## src/rtl/trace_repo_pkg.sv

```systemverilog
package trace_repo_pkg;

    // Address and instruction widths of one captured trace word
    parameter int DATA_ADDR_WIDTH = 16;
    parameter int DATA_DATA_WIDTH = 32;

    // Geometry of the on-chip trace store
    parameter int TRACE_ENTRIES = 64;
    parameter int TRACE_INDEX_WIDTH = $clog2(TRACE_ENTRIES);

    parameter int COUNTER_WIDTH = 32;

    // One stored trace word, also the shape of the issued entry
    typedef struct packed {
        logic [DATA_ADDR_WIDTH-1:0] mem_addr;
        logic [DATA_DATA_WIDTH-1:0] instruction;
    } trace_entry_t;

    // A completion report for one memory operation
    typedef struct packed {
        logic [TRACE_INDEX_WIDTH-1:0] index_done;
        logic [DATA_ADDR_WIDTH-1:0]   mem_addr;
        logic                         processing;  // Done by the pre-emptive engine
        logic                         mem_trace;   // Report comes from the trace side
        logic                         hit_miss;    // 1 is a miss
        logic                         load_store;  // 1 is a store
    } done_req_t;

    // In the outcome counters h is a plain hit and m is a plain miss, while hph and
    // hpm are system hits whose pre-emptive run hit or missed
    typedef struct packed {
        logic [COUNTER_WIDTH-1:0] h_l;
        logic [COUNTER_WIDTH-1:0] hph_l;
        logic [COUNTER_WIDTH-1:0] hpm_l;
        logic [COUNTER_WIDTH-1:0] h_s;
        logic [COUNTER_WIDTH-1:0] hph_s;
        logic [COUNTER_WIDTH-1:0] hpm_s;
        logic [COUNTER_WIDTH-1:0] m_l;
        logic [COUNTER_WIDTH-1:0] m_s;
    } outcome_counts_t;

endpackage

```

## src/rtl/trace_memory.sv

```systemverilog
`timescale 1ns/1ps

module trace_memory
(
    input  logic                                        clk,
    input  logic                                        rst_n,
    input  logic                                        wr_en_i,
    input  trace_repo_pkg::trace_entry_t                wr_data_i,
    input  logic                                        rd_en_i,
    input  logic [trace_repo_pkg::TRACE_INDEX_WIDTH-1:0] rd_addr_i,
    output trace_repo_pkg::trace_entry_t                rd_data_o,
    output logic [trace_repo_pkg::TRACE_INDEX_WIDTH:0]  capture_count_o
);
    import trace_repo_pkg::*;

    localparam logic [TRACE_INDEX_WIDTH:0] FULL_COUNT = (TRACE_INDEX_WIDTH + 1)'(TRACE_ENTRIES);

    trace_entry_t                 mem_q [TRACE_ENTRIES];
    logic [TRACE_INDEX_WIDTH-1:0] wr_ptr;
    logic                         store_full;
    logic                         do_write;

    // The next free slot is the low part of the count
    assign wr_ptr     = capture_count_o[TRACE_INDEX_WIDTH-1:0];
    assign store_full = (capture_count_o == FULL_COUNT);
    assign do_write   = wr_en_i && !store_full;

    always_ff @(posedge clk)
    begin
        if (!rst_n)
        begin
            capture_count_o <= '0;
        end
        else if (do_write)
        begin
            capture_count_o <= capture_count_o + 1'b1;
        end
    end

    // Storage array and its registered read port
    always_ff @(posedge clk)
    begin
        if (do_write)
        begin
            mem_q[wr_ptr] <= wr_data_i;
        end
        if (rd_en_i)
        begin
            rd_data_o <= mem_q[rd_addr_i];
        end
    end

endmodule

```

## src/rtl/trace_fetch.sv

```systemverilog
`timescale 1ns/1ps

module trace_fetch
(
    input  logic                                        clk,
    input  logic                                        rst_n,
    input  logic                                        lock_i,
    input  logic                                        trace_req_i,
    input  logic                                        done_accept_i,
    input  logic [trace_repo_pkg::TRACE_INDEX_WIDTH:0]  capture_count_i,
    input  logic [trace_repo_pkg::TRACE_INDEX_WIDTH:0]  committed_count_i,
    input  trace_repo_pkg::trace_entry_t                rd_data_i,
    output logic                                        rd_en_o,
    output logic [trace_repo_pkg::TRACE_INDEX_WIDTH-1:0] rd_addr_o,
    output trace_repo_pkg::trace_entry_t                trace_o,
    output logic [trace_repo_pkg::TRACE_INDEX_WIDTH-1:0] trace_index_o,
    output logic                                        entry_valid_o,
    output logic                                        processing_complete_o
);
    import trace_repo_pkg::*;

    localparam logic [1:0] ST_LISTEN = 2'd0;
    localparam logic [1:0] ST_READ   = 2'd1;
    localparam logic [1:0] ST_LATCH  = 2'd2;

    logic [1:0]                 state_q;
    logic [TRACE_INDEX_WIDTH:0] action_ptr_q;
    logic [TRACE_INDEX_WIDTH:0] next_index;
    logic [TRACE_INDEX_WIDTH:0] fetch_index_q;
    logic [TRACE_INDEX_WIDTH:0] held_index_q;
    trace_entry_t               held_entry_q;
    logic                       held_valid_q;
    logic                       entry_ready;
    logic                       all_committed;
    logic                       serve;
    logic                       issue;

    // All ones in the action pointer means no entry has been acted on yet
    assign next_index = action_ptr_q + 1'b1;

    // A pending advance makes the held entry stale on the next edge
    assign entry_ready   = held_valid_q && (held_index_q == next_index) && !done_accept_i;
    assign all_committed = (committed_count_i == capture_count_i);
    assign serve         = lock_i && (state_q == ST_LISTEN) && trace_req_i && entry_ready;
    assign issue         = serve && !all_committed && !entry_valid_o;

    assign rd_en_o   = lock_i && (state_q == ST_READ);
    assign rd_addr_o = next_index[TRACE_INDEX_WIDTH-1:0];

    always_ff @(posedge clk)
    begin
        if (!rst_n)
        begin
            state_q               <= ST_LISTEN;
            action_ptr_q          <= '1;
            held_valid_q          <= 1'b0;
            entry_valid_o         <= 1'b0;
            processing_complete_o <= 1'b0;
        end
        else
        begin
            entry_valid_o <= issue;
            // Stays up for as long as the request is held and nothing is left
            processing_complete_o <= lock_i && trace_req_i && all_committed
                                     && (processing_complete_o || serve);
            if (done_accept_i)
            begin
                action_ptr_q <= next_index;
            end
            if (!lock_i)
            begin
                state_q      <= ST_LISTEN;
                held_valid_q <= 1'b0;
            end
            else
            begin
                case (state_q)
                    ST_LISTEN:
                    begin
                        if (!entry_ready)
                        begin
                            state_q <= ST_READ;
                        end
                    end
                    ST_READ:
                    begin
                        state_q <= ST_LATCH;
                    end
                    ST_LATCH:
                    begin
                        held_valid_q <= 1'b1;
                        state_q      <= ST_LISTEN;
                    end
                    default:
                    begin
                        state_q <= ST_LISTEN;
                    end
                endcase
            end
        end
    end

    // The index is latched together with the word so a mid-read advance shows as stale
    always_ff @(posedge clk)
    begin
        if (state_q == ST_READ)
        begin
            fetch_index_q <= next_index;
        end
        if (state_q == ST_LATCH)
        begin
            held_entry_q <= rd_data_i;
            held_index_q <= fetch_index_q;
        end
        if (issue)
        begin
            trace_o       <= held_entry_q;
            trace_index_o <= held_index_q[TRACE_INDEX_WIDTH-1:0];
        end
    end

endmodule

```

## src/rtl/commit_tracker.sv

```systemverilog
`timescale 1ns/1ps

module commit_tracker
#(
    parameter int ACTIVE_SET_ENTRIES = 8
)
(
    input  logic                                       clk,
    input  logic                                       rst_n,
    input  logic                                       lock_i,
    input  logic                                       mark_done_i,
    input  trace_repo_pkg::done_req_t                  done_req_i,
    output logic                                       mark_done_valid_o,
    output logic [trace_repo_pkg::TRACE_INDEX_WIDTH:0] committed_count_o,
    output trace_repo_pkg::outcome_counts_t            counts_o
);
    import trace_repo_pkg::*;

    localparam int PTR_WIDTH = (ACTIVE_SET_ENTRIES > 1) ? $clog2(ACTIVE_SET_ENTRIES) : 1;
    localparam int OCC_WIDTH = $clog2(ACTIVE_SET_ENTRIES + 1);
    localparam logic [PTR_WIDTH-1:0] LAST_SLOT = PTR_WIDTH'(ACTIVE_SET_ENTRIES - 1);
    localparam logic [OCC_WIDTH-1:0] FULL_OCC  = OCC_WIDTH'(ACTIVE_SET_ENTRIES);

    // Each slot keeps the pushed report, its index, address and pre-emptive outcome
    done_req_t            active_set_q [ACTIVE_SET_ENTRIES];
    logic [PTR_WIDTH-1:0] push_ptr_q;
    logic [PTR_WIDTH-1:0] pop_ptr_q;
    logic [OCC_WIDTH-1:0] occupancy_q;
    done_req_t            popped;
    logic                 as_full;
    logic                 as_empty;
    logic                 accept;
    logic                 preemptive;
    logic                 push;
    logic                 pop;
    logic                 plain;

    function automatic logic [PTR_WIDTH-1:0] wrap_inc(input logic [PTR_WIDTH-1:0] ptr);
        if (ptr == LAST_SLOT)
        begin
            return '0;
        end
        return ptr + 1'b1;
    endfunction

    assign as_full  = (occupancy_q == FULL_OCC);
    assign as_empty = (occupancy_q == '0);
    assign popped   = active_set_q[pop_ptr_q];

    // A report still held during the valid pulse waits one cycle
    assign accept     = lock_i && mark_done_i && !mark_done_valid_o;
    assign preemptive = done_req_i.mem_trace && done_req_i.processing;
    assign push       = accept && preemptive && !as_full;
    assign pop        = accept && !done_req_i.mem_trace && !as_empty;
    assign plain      = accept && !preemptive && !pop;

    always_ff @(posedge clk)
    begin
        if (push)
        begin
            active_set_q[push_ptr_q] <= done_req_i;
        end
    end

    always_ff @(posedge clk)
    begin
        if (!rst_n)
        begin
            push_ptr_q        <= '0;
            pop_ptr_q         <= '0;
            occupancy_q       <= '0;
            mark_done_valid_o <= 1'b0;
            committed_count_o <= '0;
            counts_o          <= '0;
        end
        else
        begin
            mark_done_valid_o <= accept;
            if (push)
            begin
                push_ptr_q  <= wrap_inc(push_ptr_q);
                occupancy_q <= occupancy_q + 1'b1;
            end
            if (pop)
            begin
                pop_ptr_q         <= wrap_inc(pop_ptr_q);
                occupancy_q       <= occupancy_q - 1'b1;
                committed_count_o <= committed_count_o + 1'b1;
                // A system miss after a pre-emptive run is not classified
                if (!done_req_i.hit_miss)
                begin
                    if (popped.hit_miss)
                    begin
                        if (done_req_i.load_store)
                            counts_o.hpm_s <= counts_o.hpm_s + 1'b1;
                        else
                            counts_o.hpm_l <= counts_o.hpm_l + 1'b1;
                    end
                    else
                    begin
                        if (done_req_i.load_store)
                            counts_o.hph_s <= counts_o.hph_s + 1'b1;
                        else
                            counts_o.hph_l <= counts_o.hph_l + 1'b1;
                    end
                end
            end
            if (plain)
            begin
                committed_count_o <= committed_count_o + 1'b1;
                case ({done_req_i.hit_miss, done_req_i.load_store})
                    2'b00:   counts_o.h_l <= counts_o.h_l + 1'b1;
                    2'b01:   counts_o.h_s <= counts_o.h_s + 1'b1;
                    2'b10:   counts_o.m_l <= counts_o.m_l + 1'b1;
                    default: counts_o.m_s <= counts_o.m_s + 1'b1;
                endcase
            end
        end
    end

endmodule

```

## src/rtl/nway_trace_repository.sv

```systemverilog
`timescale 1ns/1ps

module nway_trace_repository
#(
    parameter int ACTIVE_SET_ENTRIES = 8
)
(
    input  logic                                        clk,
    input  logic                                        rst_n,
    input  logic                                        lock_i,
    input  trace_repo_pkg::trace_entry_t                trace_i,
    input  logic                                        capture_en_i,
    input  logic                                        trace_ready_i,
    input  logic                                        trace_req_i,
    input  logic                                        mark_done_i,
    input  trace_repo_pkg::done_req_t                   done_req_i,
    output trace_repo_pkg::trace_entry_t                trace_o,
    output logic [trace_repo_pkg::TRACE_INDEX_WIDTH-1:0] trace_index_o,
    output logic                                        entry_valid_o,
    output logic                                        processing_complete_o,
    output logic                                        mark_done_valid_o,
    output trace_repo_pkg::outcome_counts_t             counts_o
);
    import trace_repo_pkg::*;

    logic                         capture_wr;
    logic                         rd_en;
    logic [TRACE_INDEX_WIDTH-1:0] rd_addr;
    trace_entry_t                 rd_data;
    logic [TRACE_INDEX_WIDTH:0]   capture_count;
    logic [TRACE_INDEX_WIDTH:0]   committed_count;

    // Capture only runs before the store is locked
    assign capture_wr = capture_en_i && trace_ready_i && !lock_i;

    trace_memory u_memory
    (
        .clk             (clk),
        .rst_n           (rst_n),
        .wr_en_i         (capture_wr),
        .wr_data_i       (trace_i),
        .rd_en_i         (rd_en),
        .rd_addr_i       (rd_addr),
        .rd_data_o       (rd_data),
        .capture_count_o (capture_count)
    );

    trace_fetch u_fetch
    (
        .clk                   (clk),
        .rst_n                 (rst_n),
        .lock_i                (lock_i),
        .trace_req_i           (trace_req_i),
        .done_accept_i         (mark_done_valid_o),
        .capture_count_i       (capture_count),
        .committed_count_i     (committed_count),
        .rd_data_i             (rd_data),
        .rd_en_o               (rd_en),
        .rd_addr_o             (rd_addr),
        .trace_o               (trace_o),
        .trace_index_o         (trace_index_o),
        .entry_valid_o         (entry_valid_o),
        .processing_complete_o (processing_complete_o)
    );

    commit_tracker #(
        .ACTIVE_SET_ENTRIES (ACTIVE_SET_ENTRIES)
    ) u_commit
    (
        .clk               (clk),
        .rst_n             (rst_n),
        .lock_i            (lock_i),
        .mark_done_i       (mark_done_i),
        .done_req_i        (done_req_i),
        .mark_done_valid_o (mark_done_valid_o),
        .committed_count_o (committed_count),
        .counts_o          (counts_o)
    );

endmodule

```

## config.mk

```make
export PLATFORM = sky130hd
export DESIGN_NAME = nway_trace_repository
export DESIGN_NICKNAME = d
export VERILOG_FILES = /design/src/rtl/trace_repo_pkg.sv /design/src/rtl/trace_memory.sv /design/src/rtl/trace_fetch.sv /design/src/rtl/commit_tracker.sv /design/src/rtl/nway_trace_repository.sv
export SDC_FILE = /design/constraint.sdc
export NUM_CORES = 2
export LEC_CHECK = 0
export BUFFER_PORTS_ARGS = -buffer_cell sky130_fd_sc_hd__buf_2
export CORE_ASPECT_RATIO = 0.8
export CORE_MARGIN = 2
export CORE_UTILIZATION = 60
export DETAILED_ROUTE_END_ITERATION = 10
export GPL_ROUTABILITY_DRIVEN = 0
export GPL_TIMING_DRIVEN = 0
export PLACE_DENSITY_LB_ADDON = 0.1
export SLEW_MARGIN = 5
export SYNTH_ARGS = -nofsm -noshare
export SYNTH_HDL_FRONTEND = slang
export SYNTH_SLANG_ARGS = --single-unit
```

## constraint.sdc

```tcl
create_clock -name clk -period 9.9 [get_ports clk]
set_clock_uncertainty 0.2 [all_clocks]
set_input_delay 0.495 -clock clk [delete_from_list [all_inputs] [get_ports clk]]
set_output_delay 0.495 -clock clk [all_outputs]
set_load 0.05 [all_outputs]
```

==> impl_summary.md <==
Timing
Setup repair after global routing left no endpoint under its margin. The worst-case setup margin in the final layout is 4.230 ns. The number of pins with negative max-slew slack in the final report is 0. The clock period could shrink to 5.670 ns. The portion of the clock cycle consumed by the worst path in the final layout is 57.27%. The number of failing setup endpoints in the final timing report is 0. The transition time of the tightest slew-check pin is 1.459 ns. The count of endpoints failing hold in the final timing report is 0. The maximum clock rate is 176.4 MHz. The worst pin sits at a relative slew slack of 2.760%.

Routing
The count of unresolved DRC violations after routing is 0. The detailed router's first-iteration violation count is 11274. The detailed-route vias per instance is 6.810. Once detail routing completed, the nets flagged for antenna violations numbered 0. The count of TritonRoute iterations in the first routing pass is 8. The number of vias after detailed routing is 73053.

After detailed routing, the average wire length per cell comes to 35.24 µm. The routed wire length is 378000 µm.

Floorplanning
For this configuration, the core starts out at a cell density of 60.28%. In this run the count of I/O pins placed on the die edge is 394. The width of the die is 533.0 µm. The floorplan core area is 222800 µm².

The placement row count is 155. The die covers 227700 µm². From bottom edge to top edge, the die measures 427.2 µm.

Power and ir drop
The power density over the cells is 203.6 nW/µm². The standby leakage power is 49.21 nW. The overall power consumption is 31.36 mW. The peak ir drop on the vdd network is 0.1619 mV.

Place
Once placement completed, the tool counted placed cells totaling 10118. The worst-case setup slack after placement is 3.816 ns. In this run the tool buffered the top-level ports with 371 buffer cells.

Summed over all nets, the half-perimeter wirelength after detailed placement is 256700 µm.

Final layout
The synthesis-to-finish area growth is 14.62%. The sequential cells in the finished layout cover a total of 103300 µm². The fraction of final layout cells sized beyond drive strength 1 is 24.85%. For this run, the post-layout net count is 7580.

Fill cells in the final layout number 13837. In the final layout, the multi-input gates occupy 29920 µm². The finished layout holds 10727 standard cells, fillers aside.

Synth
The cell count after synthesis is 6613. The cell area after synthesis is 134300 µm². The total number of yosys warnings is 0. Of all flip-flops after synthesis, the portion carrying an async set or reset was 0%. The most common flop cell mapped by yosys is sky130_fd_sc_hd__edfxtp_1. After synthesis, flip-flops and latches occupy 76.93% of the total area. The average instance area after synthesis is 20.31 µm². The dominant cell type by area after synthesis is sky130_fd_sc_hd__edfxtp_1. The count of state elements after synthesis is 3540. The top cell type's share of synthesized area is 72.52%. The number of distinct library cells after synthesis is 65.

Yosys mapped a number of flops with a built-in enable equal to 3244. In the post-synthesis netlist, the biggest area contributors are sky130_fd_sc_hd__edfxtp_1 (73%), sky130_fd_sc_hd__mux4_2 (13%), sky130_fd_sc_hd__dfxtp_1 (4.4%). Counting every net in the synthesized netlist gives 6713.

Worst setup path
The capturing point of the worst reg2reg path is u_memory.rd_data_o[46]. In this run the critical register-to-register path is launched from u_fetch.action_ptr_q[1]. The endpoint of the worst setup timing path is u_memory.rd_data_o[46]. The critical path starts at u_fetch.action_ptr_q[1]. The worst setup path is launched from a flop.

STA puts the critical path data required time at 10.29 ns. The category of the most critical setup path is reg2reg. The maximum fanout along the worst path is 10.

The endpoint type of the worst setup path is a flop. Across all register-to-register paths, the minimum setup slack is 4.23 ns. For the worst setup path, the data arrival time is 6.06 ns. The path depth of the worst reg2reg path is 9.

Clocking
The CTS buffer count is 335. The latest clock arrival within the worst-skew pair is 0.89 ns. The number of cells upsized or downsized after cts is 0. The maximum count of clock buffers along a single path is 4.

The H-tree was split into 5 levels. The clock sink total is 3540. The post-CTS setup repair buffer count is 0. The clock slew at the register clock pins of the worst setup and hold paths is 0.06 ns. The clock tree from TritonCTS is done. The root buffer selected by CTS is sky130_fd_sc_hd__clkbuf_16.

Global routing
The total grt overflow is 0. The initial antenna violation count is 24. The via count of the first global-routing pass is 70590. For this run, the total global-route usage over all layers was measured as 33.20%. The first-pass GRT wire length is 528100 µm. The largest net degree at the start of global routing is 65.

Worst hold path
The worst hold path belongs to the class in2reg.

Status
The run finished with clean final reports.

Run
Across the run, the number of max-cap violations was 0.
==> cells by family after synthesis <==
kind of cell | Yosys count | synth area share (%)
AO/OA/AOI/OAI | 680 | 3.557
adder cells (fa/ha/maj) | 19 | 0.1826
XOR/XNOR | 250 | 1.662
AND/OR/NAND/NOR | 951 | 3.527
flip-flops | 3540 | 76.93
buffers and inverters | 395 | 1.168
multiplexers | 778 | 12.97
==> cell type report <==
| cell class | count | area share, % |
|---|---|---|
| Clock inverter | 162 | 0.9605 |
| Clock buffer | 428 | 5.856 |
| Multi-Input combinational cell | 2678 | 19.43 |
| Inverter | 50 | 0.1219 |
| Buffer | 345 | 0.9207 |
| Antenna cell | 11 | 0.01788 |
| Tap cell | 2983 | 2.424 |
| Sequential cell | 3540 | 67.12 |
| Timing Repair Buffer | 530 | 3.151 |
==> metrics by stage <==
stage / util, % / setup TNS [ns] / hold slack (ns) / area [µm²]
2_1_floorplan: - / 0 / 0.2003 / 134300
3_3_place_gp: 62.79 / -426.89 / 0.2003 / 139900
3_5_place_dp: 64.33 / 0 / 0.2045 / 143400
4_1_cts: 69.08 / 0 / 0.05354 / 153900
5_1_grt: 69.09 / 0 / 0.1162 / 154000
6_report: 69.10 / 0 / 0.1044 / 154000
==> report_power, final <==
part | leakage (nW) | internal [mW] | switching [mW]
sequential | 31.6 | 16.4 | 0.0161
combinational | 12.5 | 0.739 | 1.67
clock | 5.10 | 7.11 | 5.45
==> layer usage <==
metal	vias up	share of wire, %	track usage (%)
met3	775	12	8.386
met1	38250	39	48.48
li1	29039	-	-
met5	-	0.015	0
met4	10	4.6	13.04
met2	4979	45	48.92
==> registers in the layout, indices dropped and copies added (netlist names), 2 cells and up, named ones only <==
register / cells
u_fetch.fetch_index_q: 7
u_commit.committed_count_o: 7
u_fetch.trace_index_o: 6
u_fetch.held_entry_q: 48
u_commit.counts_o: 256
u_fetch.action_ptr_q: 7
u_commit.pop_ptr_q: 3
u_commit.active_set_q: 8
u_commit.occupancy_q: 4
u_fetch.held_index_q: 7
u_commit.push_ptr_q: 3
u_memory.mem_q: 3072
u_memory.rd_data_o: 48
u_memory.capture_count_o: 7
u_fetch.state_q: 2
u_fetch.trace_o: 48
==> worst min-delay path by stage <==
stage | start | end | slack, ns | cells past startpoint
finish | done_req_i[2] | u_commit.committed_count_o[1] | 0.10 | 4
global route | done_req_i[2] | u_commit.committed_count_o[1] | 0.12 | 4
global placement | u_fetch.fetch_index_q[0] | u_fetch.held_index_q[0] | 0.20 | 0
detailed placement | u_memory.rd_data_o[12] | u_fetch.held_entry_q[12] | 0.20 | 0
floorplan | u_memory.rd_data_o[0] | u_fetch.held_entry_q[0] | 0.20 | 0
CTS | done_req_i[2] | u_commit.committed_count_o[1] | 0.05 | 4
==> synth_stat cells (3+ instances only) <==
library cell / n
sky130_fd_sc_hd__o21ai_0: 35
sky130_fd_sc_hd__clkbuf_1: 230
sky130_fd_sc_hd__nor2b_1: 9
sky130_fd_sc_hd__edfxtp_1: 3244
sky130_fd_sc_hd__mux2i_1: 6
sky130_fd_sc_hd__nand2b_1: 5
sky130_fd_sc_hd__nor4b_1: 3
sky130_fd_sc_hd__a21oi_1: 195
sky130_fd_sc_hd__ha_1: 18
sky130_fd_sc_hd__nand3b_1: 3
sky130_fd_sc_hd__nand3_1: 88
sky130_fd_sc_hd__nor4_2: 7
sky130_fd_sc_hd__xnor2_1: 132
sky130_fd_sc_hd__o2111a_1: 3
sky130_fd_sc_hd__nor4_1: 21
sky130_fd_sc_hd__inv_1: 49
sky130_fd_sc_hd__nand4_1: 72
sky130_fd_sc_hd__or3_1: 34
sky130_fd_sc_hd__mux4_2: 770
sky130_fd_sc_hd__and3_1: 35
sky130_fd_sc_hd__nor3_1: 65
sky130_fd_sc_hd__nor3b_1: 7
sky130_fd_sc_hd__nor4_4: 5
sky130_fd_sc_hd__a22oi_1: 384
sky130_fd_sc_hd__and2_1: 20
sky130_fd_sc_hd__nor3_2: 6
sky130_fd_sc_hd__buf_1: 58
sky130_fd_sc_hd__dfxtp_1: 296
sky130_fd_sc_hd__nor2_1: 329
sky130_fd_sc_hd__xor2_1: 115
sky130_fd_sc_hd__a2111o_1: 47
sky130_fd_sc_hd__nand2_1: 195
sky130_fd_sc_hd__and4_1: 29
sky130_fd_sc_hd__buf_2: 54
==> layout by cell type, fill, tap and decap left out, types with 10 or more instances in the layout <==
master,n
sky130_fd_sc_hd__a2111o_1,47
sky130_fd_sc_hd__and3_1,35
sky130_fd_sc_hd__inv_1,49
sky130_fd_sc_hd__nor2_1,265
sky130_fd_sc_hd__mux4_2,770
sky130_fd_sc_hd__clkinv_1,72
sky130_fd_sc_hd__buf_1,50
sky130_fd_sc_hd__buf_12,135
sky130_fd_sc_hd__bufinv_16,26
sky130_fd_sc_hd__clkinvlp_4,10
sky130_fd_sc_hd__ha_1,18
sky130_fd_sc_hd__nand3_1,88
sky130_fd_sc_hd__clkinv_2,43
sky130_fd_sc_hd__o21ai_0,35
sky130_fd_sc_hd__nor3_1,65
sky130_fd_sc_hd__clkbuf_16,346
sky130_fd_sc_hd__and2_1,19
sky130_fd_sc_hd__nand4_1,72
sky130_fd_sc_hd__diode_2,11
sky130_fd_sc_hd__a22oi_1,384
sky130_fd_sc_hd__buf_2,429
sky130_fd_sc_hd__nor2_4,64
sky130_fd_sc_hd__and4_1,29
sky130_fd_sc_hd__nor4_1,20
sky130_fd_sc_hd__or3_1,34
sky130_fd_sc_hd__buf_4,11
sky130_fd_sc_hd__nand2_1,195
sky130_fd_sc_hd__clkbuf_2,25
sky130_fd_sc_hd__a21oi_1,195
sky130_fd_sc_hd__edfxtp_1,3244
sky130_fd_sc_hd__dfxtp_1,296
sky130_fd_sc_hd__xor2_1,115
sky130_fd_sc_hd__clkbuf_1,286
sky130_fd_sc_hd__xnor2_1,132
==> critical path, stage by stage, from the launching register on <==
cell                       delay, ns
sky130_fd_sc_hd__dfxtp_1        0.37
sky130_fd_sc_hd__ha_1           0.32
sky130_fd_sc_hd__clkbuf_1       0.20
sky130_fd_sc_hd__clkbuf_2       0.59
sky130_fd_sc_hd__clkbuf_1       1.05
sky130_fd_sc_hd__clkbuf_1       0.97
sky130_fd_sc_hd__mux4_2         0.42
sky130_fd_sc_hd__a22oi_1        0.41
sky130_fd_sc_hd__a21oi_1        0.34
sky130_fd_sc_hd__a2111o_1       0.48
==> repair_timing <==
action                                 in CTS  in global routing
setup endpoints to repair                   0                  0
endpoints found under the hold margin      25                  0
hold buffers                                8                  0
Note: power is estimated with default switching activity, not from simulation.
